`src/ctrl_pkg.sv`:
```
`default_nettype none

package ctrl_pkg;

    typedef logic [6:0] opcode_t;   // major opcode field of the instruction
    typedef logic [1:0] alu_op_t;   // alu function select

    localparam opcode_t op_reg_code    = 7'b0110011;
    localparam opcode_t op_load_code   = 7'b0000011;
    localparam opcode_t op_imm_code    = 7'b0010011;
    localparam opcode_t op_fence_code  = 7'b0001111;
    localparam opcode_t op_store_code  = 7'b0100011;
    localparam opcode_t op_branch_code = 7'b1100011;
    localparam opcode_t op_lui_code    = 7'b0110111;
    localparam opcode_t op_jal_code    = 7'b1101111;
    localparam opcode_t op_jalr_code   = 7'b1100111;
    localparam opcode_t op_auipc_code  = 7'b0010111;
    localparam opcode_t op_system_code = 7'b1110011;

    localparam alu_op_t alu_add_pass = 2'b00;   // add or pass through
    localparam alu_op_t alu_branch   = 2'b01;   // compare for branch
    localparam alu_op_t alu_func     = 2'b10;   // function from funct fields

    // encodings visible on the state output
    typedef enum logic [3:0] {
        st_init             = 4'd0,
        st_fetch            = 4'd1,
        st_decode           = 4'd2,
        st_execute          = 4'd3,
        st_mem              = 4'd4,
        st_writeback        = 4'd5,
        st_branch_pause     = 4'd6,
        st_branch_pause_end = 4'd7,
        st_halt             = 4'd11
    } state_t;

    typedef enum logic [3:0] {
        cls_reg,
        cls_load,
        cls_imm,        // fence lands here as well
        cls_store,
        cls_branch,
        cls_lui,
        cls_jal,
        cls_jalr,
        cls_auipc,
        cls_system,
        cls_other
    } op_class_t;

endpackage

`default_nettype wire

```
`src/ctrl_word_if.sv`:
```
`default_nettype none

interface ctrl_word_if;

    logic               pc_s;
    logic               pc_we;
    logic               instr_rd;
    logic               regfile_s;
    logic               regfile_we;
    logic               imm_op;
    logic               alu_s1;
    logic               alu_s2;
    ctrl_pkg::alu_op_t  alu_op;
    logic               datamem_rd;
    logic               data_op;
    logic               data_s;
    logic               data_we;
    logic               bc_op;

    modport source (
        output pc_s, pc_we, instr_rd, regfile_s, regfile_we, imm_op, alu_s1, alu_s2,
               alu_op, datamem_rd, data_op, data_s, data_we, bc_op
    );

    modport sink (
        input pc_s, pc_we, instr_rd, regfile_s, regfile_we, imm_op, alu_s1, alu_s2,
              alu_op, datamem_rd, data_op, data_s, data_we, bc_op
    );

endinterface

`default_nettype wire

```
`src/opcode_classifier.sv`:
```
`default_nettype none

module opcode_classifier (
    input  ctrl_pkg::opcode_t   opcode,
    output ctrl_pkg::op_class_t op_class
);

    always_comb begin
        case (opcode)
            ctrl_pkg::op_reg_code:    op_class = ctrl_pkg::cls_reg;
            ctrl_pkg::op_load_code:   op_class = ctrl_pkg::cls_load;
            ctrl_pkg::op_imm_code:    op_class = ctrl_pkg::cls_imm;
            ctrl_pkg::op_fence_code:  op_class = ctrl_pkg::cls_imm;  // same flow as addi
            ctrl_pkg::op_store_code:  op_class = ctrl_pkg::cls_store;
            ctrl_pkg::op_branch_code: op_class = ctrl_pkg::cls_branch;
            ctrl_pkg::op_lui_code:    op_class = ctrl_pkg::cls_lui;
            ctrl_pkg::op_jal_code:    op_class = ctrl_pkg::cls_jal;
            ctrl_pkg::op_jalr_code:   op_class = ctrl_pkg::cls_jalr;
            ctrl_pkg::op_auipc_code:  op_class = ctrl_pkg::cls_auipc;
            ctrl_pkg::op_system_code: op_class = ctrl_pkg::cls_system;
            default:                  op_class = ctrl_pkg::cls_other;
        endcase
    end

endmodule

`default_nettype wire

```
`src/phase_sequencer.sv`:
```
`default_nettype none

module phase_sequencer (
    input  logic                clk,
    input  logic                rst,
    input  ctrl_pkg::op_class_t op_class,
    output ctrl_pkg::state_t    state
);

    ctrl_pkg::state_t state_nxt;

    always_ff @(posedge clk or negedge rst) begin
        if (!rst) begin
            state <= ctrl_pkg::st_init;
        end else begin
            state <= state_nxt;
        end
    end

    always_comb begin
        case (state)
            ctrl_pkg::st_init:      state_nxt = ctrl_pkg::st_fetch;
            ctrl_pkg::st_fetch:     state_nxt = ctrl_pkg::st_decode;
            ctrl_pkg::st_decode: begin
                if (op_class == ctrl_pkg::cls_system) begin
                    state_nxt = ctrl_pkg::st_halt;      // ecall/ebreak stop the core
                end else begin
                    state_nxt = ctrl_pkg::st_execute;
                end
            end
            ctrl_pkg::st_execute:   state_nxt = ctrl_pkg::st_mem;
            ctrl_pkg::st_mem:       state_nxt = ctrl_pkg::st_writeback;
            ctrl_pkg::st_writeback: begin
                if (op_class == ctrl_pkg::cls_branch) begin
                    state_nxt = ctrl_pkg::st_branch_pause;  // give bc time to settle
                end else begin
                    state_nxt = ctrl_pkg::st_fetch;
                end
            end
            ctrl_pkg::st_branch_pause:     state_nxt = ctrl_pkg::st_branch_pause_end;
            ctrl_pkg::st_branch_pause_end: state_nxt = ctrl_pkg::st_fetch;
            ctrl_pkg::st_halt:             state_nxt = ctrl_pkg::st_halt;  // only reset leaves
            default:                       state_nxt = ctrl_pkg::st_init;
        endcase
    end

endmodule

`default_nettype wire

```
`src/control_word_gen.sv`:
```
`default_nettype none

module control_word_gen (
    input  logic                clk,
    input  logic                rst,
    input  ctrl_pkg::state_t    state,
    input  ctrl_pkg::op_class_t op_class,
    input  logic                bc,
    ctrl_word_if.source         word
);

    logic              pc_s_nxt;
    logic              pc_we_nxt;
    logic              instr_rd_nxt;
    logic              regfile_s_nxt;
    logic              regfile_we_nxt;
    logic              imm_op_nxt;
    logic              alu_s1_nxt;
    logic              alu_s2_nxt;
    ctrl_pkg::alu_op_t alu_op_nxt;
    logic              datamem_rd_nxt;
    logic              data_op_nxt;
    logic              data_s_nxt;
    logic              data_we_nxt;
    logic              bc_op_nxt;

    // every table field defaults to zero
    always_comb begin
        pc_s_nxt       = 1'b0;
        pc_we_nxt      = 1'b0;
        instr_rd_nxt   = 1'b0;
        regfile_s_nxt  = 1'b0;
        regfile_we_nxt = 1'b0;
        imm_op_nxt     = 1'b0;
        alu_s1_nxt     = 1'b0;
        alu_s2_nxt     = 1'b0;
        alu_op_nxt     = ctrl_pkg::alu_add_pass;
        datamem_rd_nxt = 1'b0;
        data_op_nxt    = 1'b0;
        data_s_nxt     = 1'b0;
        data_we_nxt    = 1'b0;
        bc_op_nxt      = 1'b0;

        case (state)
            ctrl_pkg::st_init, ctrl_pkg::st_fetch, ctrl_pkg::st_decode: begin
                instr_rd_nxt = 1'b1;                // read instruction memory
            end
            ctrl_pkg::st_branch_pause_end: begin
                pc_we_nxt  = 1'b1;
                pc_s_nxt   = bc;                    // taken branch picks alu target
                data_s_nxt = bc;
            end
            ctrl_pkg::st_execute: begin
                case (op_class)
                    ctrl_pkg::cls_reg: begin
                        alu_s2_nxt = 1'b1;          // rs2 into alu
                        alu_op_nxt = ctrl_pkg::alu_func;
                        data_s_nxt = 1'b1;
                    end
                    ctrl_pkg::cls_load, ctrl_pkg::cls_imm: begin
                        imm_op_nxt     = 1'b1;
                        datamem_rd_nxt = 1'b1;
                        data_op_nxt    = 1'b1;      // sign extend loaded data
                    end
                    ctrl_pkg::cls_store: begin
                        pc_s_nxt       = 1'b1;
                        imm_op_nxt     = 1'b1;
                        datamem_rd_nxt = 1'b1;
                        data_op_nxt    = 1'b1;
                    end
                    ctrl_pkg::cls_branch: begin
                        alu_s2_nxt = 1'b1;
                        alu_op_nxt = ctrl_pkg::alu_branch;
                        bc_op_nxt  = 1'b1;          // evaluate branch condition
                    end
                    ctrl_pkg::cls_lui: begin
                        imm_op_nxt     = 1'b1;
                        datamem_rd_nxt = 1'b1;
                    end
                    ctrl_pkg::cls_jal: begin
                        regfile_we_nxt = 1'b1;      // link pc + 4 into rd
                        imm_op_nxt     = 1'b1;
                        alu_s1_nxt     = 1'b1;      // pc as first operand
                        alu_op_nxt     = ctrl_pkg::alu_func;
                    end
                    ctrl_pkg::cls_jalr: begin
                        regfile_s_nxt = 1'b1;
                        imm_op_nxt    = 1'b1;
                        alu_op_nxt    = ctrl_pkg::alu_func;
                    end
                    ctrl_pkg::cls_auipc: begin
                        imm_op_nxt = 1'b1;
                        alu_s1_nxt = 1'b1;
                        alu_op_nxt = ctrl_pkg::alu_func;
                    end
                    default: ;
                endcase
            end
            ctrl_pkg::st_mem: begin
                case (op_class)
                    ctrl_pkg::cls_reg: begin
                        alu_s2_nxt = 1'b1;
                        data_s_nxt = 1'b1;          // keep alu result on the data path
                    end
                    ctrl_pkg::cls_imm: begin
                        data_s_nxt = 1'b1;
                    end
                    ctrl_pkg::cls_branch: begin
                        alu_s2_nxt = 1'b1;
                        alu_op_nxt = ctrl_pkg::alu_branch;
                        bc_op_nxt  = 1'b1;
                    end
                    ctrl_pkg::cls_lui: begin
                        pc_s_nxt   = 1'b1;
                        data_s_nxt = 1'b1;
                    end
                    ctrl_pkg::cls_auipc: begin
                        imm_op_nxt = 1'b1;
                        alu_s1_nxt = 1'b1;
                        alu_op_nxt = ctrl_pkg::alu_func;
                        data_s_nxt = 1'b1;
                    end
                    default: ;                      // load, store, jal, jalr idle
                endcase
            end
            ctrl_pkg::st_writeback: begin
                case (op_class)
                    ctrl_pkg::cls_reg: begin
                        pc_we_nxt      = 1'b1;
                        regfile_s_nxt  = 1'b1;
                        regfile_we_nxt = 1'b1;
                        alu_s2_nxt     = 1'b1;
                        data_s_nxt     = 1'b1;
                    end
                    ctrl_pkg::cls_load: begin
                        pc_we_nxt      = 1'b1;
                        regfile_s_nxt  = 1'b1;
                        regfile_we_nxt = 1'b1;      // memory data into rd
                    end
                    ctrl_pkg::cls_imm, ctrl_pkg::cls_lui: begin
                        pc_we_nxt      = 1'b1;
                        regfile_s_nxt  = 1'b1;
                        regfile_we_nxt = 1'b1;
                        data_s_nxt     = 1'b1;
                    end
                    ctrl_pkg::cls_store: begin
                        pc_we_nxt   = 1'b1;
                        data_we_nxt = 1'b1;         // commit the store
                    end
                    ctrl_pkg::cls_branch: begin
                        pc_s_nxt   = bc;
                        alu_op_nxt = ctrl_pkg::alu_branch;
                        data_s_nxt = bc;
                    end
                    ctrl_pkg::cls_jal: begin
                        pc_s_nxt       = 1'b1;      // jump target from alu
                        pc_we_nxt      = 1'b1;
                        regfile_we_nxt = 1'b1;
                    end
                    ctrl_pkg::cls_jalr: begin
                        pc_s_nxt       = 1'b1;
                        pc_we_nxt      = 1'b1;
                        regfile_s_nxt  = 1'b1;
                        regfile_we_nxt = 1'b1;
                        data_s_nxt     = 1'b1;
                    end
                    ctrl_pkg::cls_auipc: begin
                        regfile_s_nxt  = 1'b1;
                        regfile_we_nxt = 1'b1;
                        imm_op_nxt     = 1'b1;
                        alu_s1_nxt     = 1'b1;
                        alu_op_nxt     = ctrl_pkg::alu_func;
                        data_s_nxt     = 1'b1;
                    end
                    default: ;
                endcase
            end
            default: ;                              // pause and halt drive nothing
        endcase
    end

    // one register stage between table and outputs
    always_ff @(posedge clk or negedge rst) begin
        if (!rst) begin
            word.pc_s       <= 1'b0;
            word.pc_we      <= 1'b0;
            word.instr_rd   <= 1'b0;
            word.regfile_s  <= 1'b0;
            word.regfile_we <= 1'b0;
            word.imm_op     <= 1'b0;
            word.alu_s1     <= 1'b0;
            word.alu_s2     <= 1'b0;
            word.alu_op     <= ctrl_pkg::alu_add_pass;
            word.datamem_rd <= 1'b0;
            word.data_op    <= 1'b0;
            word.data_s     <= 1'b0;
            word.data_we    <= 1'b0;
            word.bc_op      <= 1'b0;
        end else begin
            word.pc_s       <= pc_s_nxt;
            word.pc_we      <= pc_we_nxt;
            word.instr_rd   <= instr_rd_nxt;
            word.regfile_s  <= regfile_s_nxt;
            word.regfile_we <= regfile_we_nxt;
            word.imm_op     <= imm_op_nxt;
            word.alu_s1     <= alu_s1_nxt;
            word.alu_s2     <= alu_s2_nxt;
            word.alu_op     <= alu_op_nxt;
            word.datamem_rd <= datamem_rd_nxt;
            word.data_op    <= data_op_nxt;
            word.data_s     <= data_s_nxt;
            word.data_we    <= data_we_nxt;
            word.bc_op      <= bc_op_nxt;
        end
    end

endmodule

`default_nettype wire

```
`src/control_unit.sv`:
```
`default_nettype none

module control_unit (
    input  logic              clk,
    input  logic              rst,
    input  ctrl_pkg::opcode_t opcode,
    input  logic              bc,            // branch condition from the alu
    output logic              pc_s,
    output logic              pc_we,
    output logic              instr_rd,
    output logic              regfile_s,
    output logic              regfile_we,
    output logic              imm_op,
    output logic              alu_s1,
    output logic              alu_s2,
    output logic              datamem_rd,
    output logic              data_op,
    output logic              data_s,
    output logic              data_we,
    output logic              bc_op,
    output ctrl_pkg::alu_op_t alu_op,
    output ctrl_pkg::state_t  state
);

    ctrl_pkg::op_class_t op_class;

    ctrl_word_if u_word ();

    opcode_classifier u_classifier (
        .opcode   (opcode),
        .op_class (op_class)
    );

    phase_sequencer u_sequencer (
        .clk      (clk),
        .rst      (rst),
        .op_class (op_class),
        .state    (state)
    );

    control_word_gen u_word_gen (
        .clk      (clk),
        .rst      (rst),
        .state    (state),
        .op_class (op_class),
        .bc       (bc),
        .word     (u_word.source)
    );

    assign pc_s       = u_word.pc_s;
    assign pc_we      = u_word.pc_we;
    assign instr_rd   = u_word.instr_rd;
    assign regfile_s  = u_word.regfile_s;
    assign regfile_we = u_word.regfile_we;
    assign imm_op     = u_word.imm_op;
    assign alu_s1     = u_word.alu_s1;
    assign alu_s2     = u_word.alu_s2;
    assign alu_op     = u_word.alu_op;
    assign datamem_rd = u_word.datamem_rd;
    assign data_op    = u_word.data_op;
    assign data_s     = u_word.data_s;
    assign data_we    = u_word.data_we;
    assign bc_op      = u_word.bc_op;

endmodule

`default_nettype wire

```
`config.mk`:
```
export PLATFORM = sky130hd
export DESIGN_NAME = control_unit
export DESIGN_NICKNAME = d
export VERILOG_FILES = /design/src/ctrl_pkg.sv /design/src/ctrl_word_if.sv /design/src/opcode_classifier.sv /design/src/phase_sequencer.sv /design/src/control_word_gen.sv /design/src/control_unit.sv
export SDC_FILE = /design/constraint.sdc
export NUM_CORES = 1
export LEC_CHECK = 0
export BUFFER_PORTS_ARGS = -buffer_cell sky130_fd_sc_hd__buf_2
export CAP_MARGIN = 5
export CELL_PAD_IN_SITES_DETAIL_PLACEMENT = 0
export CELL_PAD_IN_SITES_GLOBAL_PLACEMENT = 1
export CORE_MARGIN = 2
export CORE_UTILIZATION = 40
export CTS_BUF_LIST = sky130_fd_sc_hd__clkbuf_8
export DETAILED_ROUTE_END_ITERATION = 10
export HOLD_SLACK_MARGIN = 0.03
export PLACE_DENSITY = 0.8
export SLEW_MARGIN = 20
export SYNTH_ARGS = -nofsm -noshare
export SYNTH_HDL_FRONTEND = slang
export SYNTH_SLANG_ARGS = --single-unit
export TNS_END_PERCENT = 50
```
`constraint.sdc`:
```
create_clock -name clk -period 1.8 [get_ports clk]
set_input_delay 0.09 -clock clk [delete_from_list [all_inputs] [get_ports clk]]
set_output_delay 0.09 -clock clk [all_outputs]
set_load 0.05 [all_outputs]
```
==> impl.org, run 1 <==
** Finish
- Share of final-layout standard cells stronger than drive strength 1 :: 0.278
- In the final layout, flip-flops and latches occupy 477 um^2.
- Footprint of the multi-input gates :: between 500 and 600 um^2
- Design area :: 1280 um^2
- Leaving out fill and tap cells, the most frequent cell in the layout is buf_2.
- The register with the most flip-flops in the final layout is u_sequencer.state.
- Layout Area Growth over Synthesis :: 19.6%
- Number of nets in the final layout :: about 160
- Number of flip-flops in the largest register :: 4
- Leaving out fill and tap cells, the most frequent cells in the layout are buf_2 (28), dfrtp_1 (18), nor2_1 (11).
- Inserted Diodes :: 0
- Number of filler cells placed in the layout :: 245
- In the final layout, the registers with the most flip-flops are u_sequencer.state (4), u_word_gen.word.alu_op (2).

** Die
- Die outline area :: ~3100 um^2
- Initial cell density of the core :: 0.427
- Row generation in the floorplan step produced 18 rows.
- The floorplan step defined a core boundary enclosing between 2000 and 2500 um^2.
- Floorplan die width :: roughly 56 um
- The floorplan step set the die height to 55.7 um.
- # IOs :: 29

** Detailed routing
- Detailed Routing Iterations Pass 1 :: 4
- Number of vias in the routed layout :: 1011
- Via-to-Cell Ratio :: ~5.8
- After detailed routing, the average wire length per cell comes to 14.8 um.
- In the routed design, unresolved DRC markers number 0.
- Post-DRT Antenna Nets :: 0
- Total wire length after detailed routing :: 2580 um
- Iteration-0 DRC count of the detailed router :: 24

** Timing
- Final Max Slew Viols :: 0
- Setup repair after global routing missed its margin :: false
- Timing would allow up to around 650 MHz.
- In the final timing run, aggregate negative setup slack is 0 ns.
- At the pin with the least slew margin, the transition time is around 0.50 ns.
- Final worst path period need :: 1.55 ns
- Headroom to the max-slew limit came out at 0.666.
- Share of the cycle needed by the critical path after routing :: 0.861
- Setup violations remaining at the end of the flow were counted as 0.
- On the final layout, the worst clock skew is just under 0.001 ns.
- Final hold violations :: 0
- Hold timing on the final database bottoms out at a slack of 0.196 ns.

** Run
- Number of violations of the max-capacitance limit :: 0

** Logic synthesis
- Summed over all instances, the cell type with the most area after synthesis is dfrtp_1.
- Synthesis produced 118 cells.
- Number of warnings reported in the yosys synthesis log :: 0
- Share of synthesized registers carrying an async set or reset :: 1.00
- Average size of a mapped cell :: 9.06 um^2
- Area contributors post-synth :: dfrtp_1 (44%), nor2_1 (3.9%), a21oi_1 (3.7%)
- Number of synthesized flops with an enable pin :: 0
- Register bit total from synthesis :: 19
- Area of the mapped netlist :: 1070 um^2
- The share of synthesized area in the top cell type comes to 0.445.
- Proportion of synthesized chip area in sequential cells :: 0.445
- Yosys mapped the design onto between 40 and 50 distinct sky130hd cell types.
- Total nets after synthesis :: ~130
- Leading register cell type out of synthesis :: dfrtp_1

** Clock tree
- No sink is reached through more buffers than the 2 on the longest clock path.
- Clock slew at reported path FFs :: 0.07 ns
- The root buffer cell chosen for the clock tree is clkbuf_8.
- The clock reaches the later pin of the worst-skew pair after 0.25 ns.
- In this run the number of H-tree levels came out at 1.
- For this design, the sink count on the clock tree is 19.
- Buffers inserted during post-CTS setup optimization :: 0
- TritonCTS clock tree :: built
- Cts bufs inserted :: 3

** Global route
- In the global route stage, met3 resource usage came out at 0.0186.
- Top Usage Layer GRT :: met2
- For met2 alone, demand over resource in global routing was 0.289.
- Via count of the first global-routing pass :: 972
- Initial antenna violation count :: 0
- The total overflow left after global routing is 0.
- Gr usage total :: 0.183
- Global-route track usage on met1 :: 0.250
- Entering global routing, the biggest net connects 20 pins.
- Global-route wire length before repair :: 4530 um

** Power
- In this run the power density over the cells is 1180 nW/um^2.
- VDD sags by at most 0.800 mV.
- For this design the static power due to leakage is 0.578 nW.

** Critical path
- Peak per-stage delay on the critical path :: between 0.5 and 0.6 ns
- STA classifies the critical path endpoint as a register.
- Category of the most critical setup path :: reg -> reg
- Biggest fanout along the worst timing path :: 10
- Slowest cell on the critical path :: or4_1
- Setup crit start kind :: register
- For the worst setup path, the data arrival time is 1.73 ns.
- The signal on the critical path passes through inv_2 > or4_1 > o21ai_0 > a21boi_1.
- Required time of the worst setup path :: 1.98 ns

** Place
- Total placed instance area :: 1220 um^2
- Detailed placement ended at an HPWL of around 1900 um.
- Routability-driven placement finished with a final weighted congestion of 0.823.
- During placement, the flow inserted port buffers numbering 28.

** Outcome
- Run status :: completed

** Min path
- Hold Crit Class :: in -> reg
==> stage by stage <==
step	utilization	instances	setup WS [ns]	power, mW
after floorplan	-	118	0.00486	1.08
after global placement	0.489	169	0.277	1.22
after detailed placement	0.489	169	0.273	1.23
after CTS	0.511	174	0.261	1.52
after global routing	0.511	174	0.165	1.61
final	0.511	174	0.250	1.51
==> cell families (layout without fill, tap and decap cells) <==
| logic type | after synthesis | after routing | synth area share |
|---|---|---|---|
| AND/OR/NAND/NOR | 51 | 51 | 0.265 |
| AO/OA/AOI/OAI | 33 | 33 | 0.224 |
| flip-flops | 19 | 19 | 0.445 |
| buffers and inverters | 14 | 40 | 0.0585 |
| XOR/XNOR | 1 | 1 | 0.00820 |
==> cells in the mapped netlist, types with 3 or more instances <==
cell,n
dfrtp_1,19
nor2_1,11
nand2_1,10
a21oi_1,8
buf_2,8
nor3_1,5
nand3_1,4
nor3b_1,4
inv_2,3
nand4_1,3
==> cell type report <==
class	instances	share of cell area
tap	30	0.0294
timing repair buffer	32	0.135
clock inverter	1	0.00294
inverter	4	0.0118
multi-input combinational	85	0.415
sequential	19	0.373
clock buffer	3	0.0323
==> path summary, 6_finish.rpt <==
check                                startpoint                  endpoint  slack (ns)  cells past startpoint
max                        u_sequencer.state[1]    u_word_gen.word.imm_op        0.25                      4
min                                          bc    u_word_gen.word.data_s        0.20                      3
max reg2reg                u_sequencer.state[1]    u_word_gen.word.imm_op        0.25                      4
min reg2reg                u_sequencer.state[0]  u_word_gen.word.instr_rd        0.62                      1
max in group asynchronous                   rst      u_sequencer.state[0]        1.19                      2
min in group asynchronous                   rst      u_sequencer.state[2]        0.30                      2
==> worst max-delay path, delay by kind of cell (launching register included) <==
family | cells | cell delay (ns)
DFF | 1 | 0.53
AOI/OAI and AO/OA | 2 | 0.26
buffers and inverters | 1 | 0.11
and+or+nand+nor | 1 | 0.58
==> layer usage <==
layer,part of all wire,vias to the layer above
met1,0.47,477
met3,0.059,2
met4,0.010,0
li1,-,497
met2,0.46,35
met5,0,-
==> what timing repair did <==
item                                   in CTS  in global routing
gates resized for setup                     0                  0
hold buffers                                1                  0
endpoints found under the hold margin      19                  0
==> report_power, final <==
| part | switching, mW | internal (mW) | total [mW] |
|---|---|---|---|
| sequential | 0.0936 | 0.487 | 0.580 |
| clock | 0.129 | 0.151 | 0.280 |
| combinational | 0.452 | 0.193 | 0.645 |
No activity file was read; power rests on OpenSTA's default activity.
==> run 2, diff against run 1 <==
==> constraint.sdc (replaced) <==
create_clock -name clk -period 1.75 [get_ports clk]
set_input_delay 0.0875 -clock clk [delete_from_list [all_inputs] [get_ports clk]]
set_output_delay 0.0875 -clock clk [all_outputs]
set_load 0.05 [all_outputs]
==> run 2 against run 1 <==
  * First-iteration DRC count fell by 25%
  * Sequential share of layout area rose by 0.061 points
  * Clock-buffer cell count did not move
  * Largest cell class unchanged
  * Global-route usage fell by 1.1 points
  * Fmax rose by 2.1%
  * Non-clock buffer count did not move
  * Clock power rose by 5%
  * Critical path type unchanged
  * Register-to-register slack got worse by 0.02 ns
==> impl.org, run 2 (synthesized netlist as in run 1, its figures left out) <==
** Outcome
- Run status :: completed

** Clock tree
- After clock tree synthesis, the repair step resized 0 gates.
- Sinks on the clock net :: 19
- Clock slew at reported path FFs :: 0.07 ns
- Cts bufs inserted :: 3
- No sink is reached through more buffers than the 2 on the longest clock path.
- Cell at the root of the clock tree :: clkbuf_8
- Clock latency on the worst-skew pair, taken at its later pin, is 0.25 ns.
- TritonCTS clock tree :: built
- H-tree levels :: 1

** Place
- Including well taps, the total number of placed cells is 169.
- Detailed placement ended at an HPWL of 1820 um.
- Weighted congestion reported at the end of routability-driven placement :: 0.818
- Count of buffers from port buffering :: 28

** Die
- The die is about 56 um wide.
- Initial cell density of the core :: 0.427
- For this design the top-level I/O count stands at 29.
- Core Rows :: 18
- The floorplan step defined a die boundary enclosing 3100 um^2.
- Area of the core :: 2500 um^2
- Die Span Y :: 55.7 um

** Min path
- The worst hold path was traced through 3 stages.
- Beginning of the worst hold path :: opcode[5]
- Hold Crit Class :: in -> reg

** Critical path
- The worst setup path is of the reg -> reg kind.
- CP Capture Point :: u_word_gen.word.imm_op
- The setup check on the worst reg-to-reg path leaves a slack of 0.23 ns.
- Critical R2R Capture :: u_word_gen.word.imm_op
- STA puts the critical path data arrival time at roughly 1.7 ns.
- In this run the critical register-to-register path is launched from u_sequencer.state[0].
- STA classifies the critical path startpoint as a register.
- The worst setup path is captured at a register.
- Of all nets on the critical path, the largest fanout is 11.
- Required time of the worst setup path :: about 1.9 ns
- The number of cells on the worst reg-to-reg path is 4.
- Critical Path Start :: u_sequencer.state[0]

** Finish
- Inserted Diodes :: 0
- The largest registers in the layout are u_sequencer.state (4), u_word_gen.word.alu_op (2).
- Final std cells w/o fill :: 174
- The top cell types in the final layout, fill and taps aside, are buf_2 (28), dfrtp_1 (17), nor2_1 (11).
- The register with the most flip-flops in the layout has 4 of them.
- Of the cells placed in the final design, the portion with a size suffix greater than 1 is 0.285.
- Leaving out fill and tap cells, the most frequent cell in the layout is buf_2.
- Number of nets in the final layout :: approximately 160
- The area growth from synthesis to layout is 19.7%.
- Top reg by flops :: u_sequencer.state

** Power
- In this run the static leakage power is 0.577 nW.
- After layout, the design draws a total of 1.56 mW.
- The worst-case IR drop observed on VDD is 0.824 mV.
- Ratio of total power to cell area :: 1220 nW/um^2

** Detailed routing
- The routed layout has approximately 1000 vias.
- After detailed routing, the number of remaining DRC violations is 0.
- The detail route stage leaves a number of antenna-violating nets equal to 0.
- For this block, the routed nets add up to about 2500 um of wire.
- Detailed Routing Iterations Pass 1 :: 4
- Via-to-Cell Ratio :: slightly below 6
- Iteration-0 DRC count of the detailed router :: 18
- After detailed routing, the average wire length per cell comes to 14.5 um.

** Timing
- Dividing the final minimum period by the clock period gives 0.868.
- Timing-limited maximum frequency :: roughly 660 MHz
- Post-route clock skew :: approximately 0.0012 ns
- Final worst path period need :: 1.52 ns
- Setup repair after global routing left no endpoint under its margin.
- Measured slew at the worst slew-check pin :: 0.409 ns
- The worst pin sits at a relative slew slack of 0.727.
- Setup violations remaining at the end of the flow were counted as 0.
- The count of endpoints failing hold in the final timing report was 0.
- Final Max Slew Viols :: 0

** Global route
- Global-route wire length before repair :: 4370 um
- Initial antenna violation count :: 0
- Via count of the first global-routing pass :: 909
- In the global route stage, overall resource usage came out at 0.172.
- Entering global routing, the biggest net connects 20 pins.
- Congestion Overflow GR :: 0

** Run
- Across the run, the number of max-cap violations was 0.
run 2: timing repair:
item,4_1_cts,5_1_grt
buffers inserted,0,0
hold endpoints to repair,19,0
hold buffers,1,0
run 2: area by class of cell:
class	count	area [um^2]
well taps	30	37.5
multi-input cells	85	531
inverters	4	15.0
repair buffers	32	173
fillers	237	1220
flip-flops and latches	19	478
clock inverters	1	3.75
clock buffers	3	41.3
run 2: metal layers:
layer  vias to the layer above  global-route usage  wire [um]
li1                        495                   -          -
met2                        45               0.255       1130
met1                       490               0.254       1190
met5                         -                   0          0
met3                         4              0.0209        170
met4                         0              0.0697         36
run 2: how the worst min path moves through the flow:
| stage | end | slack (ns) |
|---|---|---|
| 3_3_place_gp | u_sequencer.state[2] | 0.04 |
| 4_1_cts | u_word_gen.word.data_op | 0.18 |
| 6_report | u_word_gen.word.data_we | 0.18 |
| 2_1_floorplan | u_sequencer.state[0] | -0.21 |
| 5_1_grt | u_word_gen.word.data_s | 0.19 |
| 3_5_place_dp | u_sequencer.state[2] | 0.05 |
run 2: through the flow:
step / TNS (ns) / hold WS [ns] / instance area, um^2 / worst slack, ns / utilization
after global placement: 0 / 0.0354 / 1220 / 0.244 / 0.489
after floorplan: -0.00335 / -0.208 / 1070 / -0.00335 / -
after global routing: 0 / 0.190 / 1280 / 0.0565 / 0.512
after detailed placement: 0 / 0.0482 / 1220 / 0.194 / 0.489
after CTS: 0 / 0.180 / 1280 / 0.233 / 0.512
final: 0 / 0.185 / 1280 / 0.232 / 0.512
run 2: where the power goes:
group	switching [mW]	internal, mW	leakage [nW]
logic	0.464	0.199	0.295
clock network	0.139	0.156	0.0269
registers	0.0980	0.503	0.254
run 2: worst max-delay path, stage by stage, from the launching register on:
cell and delay, ns:
dfrtp_2 0.48, inv_2 0.10, or4_1 0.60, o21ai_0 0.10, a21boi_1 0.17
==> run 3, diff against run 2 <==
==> constraint.sdc (replaced) <==
create_clock -name clk -period 1.75 [get_ports clk]
set_input_delay 0.0875 -clock clk [delete_from_list [all_inputs] [get_ports clk]]
set_output_delay 0.0875 -clock clk [all_outputs]
set_load 0.005 [all_outputs]
==> run 3 against run 2 <==
  * Non-clock buffer count up 2
  * Routed wire length increased by 3.7%
  * Cell area increased by 0.98%
  * Final cell count increased by 1.1%
  * Combinational power is 23% lower
  * Critical endpoint unchanged
  * Register-to-register slack got worse by 0.05 ns
  * Total power down 11%
  * Highest routed layer unchanged
  * Largest power group is now sequential cells
  * Sequential power is 4.3% lower
  * Hold slack lost 0.015 ns
  * Critical path depth did not move
  * Global-route usage grew 1.4 points
==> impl.org, run 3 (synthesized netlist as in run 1, its figures left out) <==
** Die
- Die outline area :: 3100 um^2
- Area of the core :: ~2500 um^2
- During I/O placement, the number of pins put on the boundary was 29.
- Initial cell density of the core :: 0.427
- Core Rows :: 18
- From bottom edge to top edge, the die measures ~56 um.
- From left edge to right edge, the die measures 55.7 um.

** Finish
- From synthesis to final layout, the design area changed by 20.8%.
- Counting the fill cells in the layout gives 235.
- In the final layout, flip-flops and latches occupy 475 um^2.
- The top cell types in the final layout, fill and taps aside, are buf_2 (28), dfrtp_1 (19), nor2_1 (11).
- In the final layout, the share of cells above drive strength 1 is 0.281.
- Number of nets in the final layout :: 157
- Leaving out fill and tap cells, the most frequent cell in the layout is buf_2.
- Top reg by flops :: u_sequencer.state
- The repair_antennas step left the layout with diodes totalling 0.
- Registers with the highest flip-flop counts :: u_sequencer.state (4), u_word_gen.word.alu_op (2)
- The multi-input combinational cells in the finished layout cover a total of around 530 um^2.
- The register with the most flip-flops in the layout has 4 of them.

** Clock tree
- H-tree levels :: 1
- Latest clock arrival within the worst-skew pair :: 0.26 ns
- TritonCTS clock tree :: built
- Cell at the root of the clock tree :: clkbuf_8
- Clock Path Buffers :: 2
- Counting the buffers created by CTS gives 3.
- The clock drives 19 sinks.
- Clock-pin slew was measured on the worst setup and hold paths at ~0.070 ns.

** Global route
- Global-route wire length before repair :: 4700 um
- Summed over all layers, the global routing overflow is 0.
- Entering global routing, the biggest net connects 20 pins.
- Gr usage total :: 0.186
- The initial antenna violation count is 0.
- Via count of the first global-routing pass :: 1009

** Min path
- The worst hold path was traced through 2 stages.
- Hold Crit Class :: in -> reg

** Critical path
- Required time of the worst setup path :: 1.94 ns
- Traced cell by cell, the critical path runs through inv_2 > or4_1 > o21ai_0 > a21boi_1.
- Biggest fanout along the worst timing path :: 10
- The largest single stage delay on the critical path is between 0.5 and 0.6 ns.
- On the critical path, the stage with the largest delay is an instance of or4_1.
- STA classifies the critical path endpoint as a register.
- At the worst endpoint, the arrival time is 1.75 ns.
- The number of cells on the worst reg-to-reg path is 4.
- Category of the most critical setup path :: reg -> reg
- Setup crit start kind :: register

** Timing
- The count of endpoints failing hold in the final timing report is 0.
- Subtracting the final worst setup slack from the clock period gives roughly 1.6 ns.
- Worst slew margin :: 0.719
- Of the available clock period, the critical path in the final layout requires 0.894.
- For the pin with the worst max-slew slack, the measured transition is 0.422 ns.
- Setup violations remaining at the end of the flow were counted as 0.
- Across the routed clock network, the largest skew measured is 0.00137 ns.
- In the final timing run, aggregate negative setup slack is 0 ns.
- Setup repair after global routing left no endpoint under its margin.
- Timing-limited maximum frequency :: approximately 640 MHz
- Final Max Slew Viols :: 0

** Power
- Largest vdd supply drop :: 0.622 mV
- For this design the static power due to leakage is 0.589 nW.
- Dividing total power by cell area gives a power density of ~1100 nW/um^2.
- Total power consumption of the routed design :: 1.39 mW

** Detailed routing
- The routed design has 2620 um of wire.
- Post-DRT Antenna Nets :: 0
- The pre-antenna-repair detailed-routing pass consisted of 4 iterations.
- Dividing the detail-routed via count by the number of cells gives 5.97.
- For this block, the initial DRC count from the detailed router was 28.
- The detailed router placed 1050 vias in this run.
- Detailed-route DRC error count :: 0
- Routed wire per std cell :: roughly 15 um

** Outcome
- Run status :: completed

** Place
- Post-DP HPWL :: 1890 um
- Weighted congestion reported at the end of routability-driven placement :: between 0.8 and 0.9
- Buffers placed on the I/O ports in this run total 28.

** Run
- Across the run, the number of max-cap violations was 0.
run 3: cell types whose count changed in the layout (fill, tap and decap cells not counted), sizes merged:
cell  change
buf       +2
run 3: cell type report:
| class | count | area share |
|---|---|---|
| clock inverters | 1 | 0.00291 |
| well taps | 30 | 0.0291 |
| inverters | 4 | 0.0116 |
| flip-flops and latches | 19 | 0.368 |
| repair buffers | 34 | 0.145 |
| clock buffers | 3 | 0.0320 |
| multi-input cells | 85 | 0.411 |
run 3: per-stage QoR:
| stage | setup WS (ns) | utilization | hold slack (ns) | cell area [um^2] | instances |
|---|---|---|---|---|---|
| 6_report | 0.185 | 0.517 | 0.170 | 1290 | 176 |
| 3_5_place_dp | 0.187 | 0.494 | 0.0519 | 1240 | 171 |
| 3_3_place_gp | 0.244 | 0.494 | 0.0380 | 1240 | 171 |
| 2_1_floorplan | 0.282 | - | -0.208 | 1070 | 118 |
| 4_1_cts | 0.178 | 0.517 | 0.168 | 1290 | 176 |
| 5_1_grt | 0.0953 | 0.517 | 0.189 | 1290 | 176 |
run 3: per-layer routing:
metal	GRT usage	vias up	routed length, um
li1	-	497	-
met1	0.265	501	1200
met2	0.279	47	1180
met3	0.0233	5	184
met4	0.0906	0	52
met5	0	-	0
run 3: where the power goes:
| part | switching [mW] | leakage, nW | internal, mW | total, mW |
|---|---|---|---|---|
| sequential | 0.0767 | 0.256 | 0.498 | 0.575 |
| combinational | 0.288 | 0.305 | 0.221 | 0.509 |
| clock | 0.151 | 0.0269 | 0.157 | 0.308 |
run 3: worst paths after layout:
path	start	end	slack [ns]
worst max-delay path	u_sequencer.state[1]	u_word_gen.word.imm_op	0.18
worst min-delay path	opcode[6]	u_word_gen.word.data_op	0.17
max in group asynchronous	rst	u_word_gen.word.data_we	1.16
min in group asynchronous	rst	u_word_gen.word.bc_op	0.29
worst min register to register	u_sequencer.state[3]	u_word_gen.word.instr_rd	0.64
worst max register to register	u_sequencer.state[1]	u_word_gen.word.imm_op	0.18
run 3: worst max-delay path, delay by kind of cell (launching register included):
family / cells / cell delay, ns
AND/OR/NAND/NOR: 1 / 0.58
flip-flops: 1 / 0.53
AO/OA/AOI/OAI: 2 / 0.27
buffers and inverters: 1 / 0.10
run 3: repair_timing:
item / 4_1_cts / 5_1_grt
gates resized for setup: 0 / 0
hold buffers: 1 / 0
hold endpoints to repair: 19 / 0
buffers inserted: 0 / 0
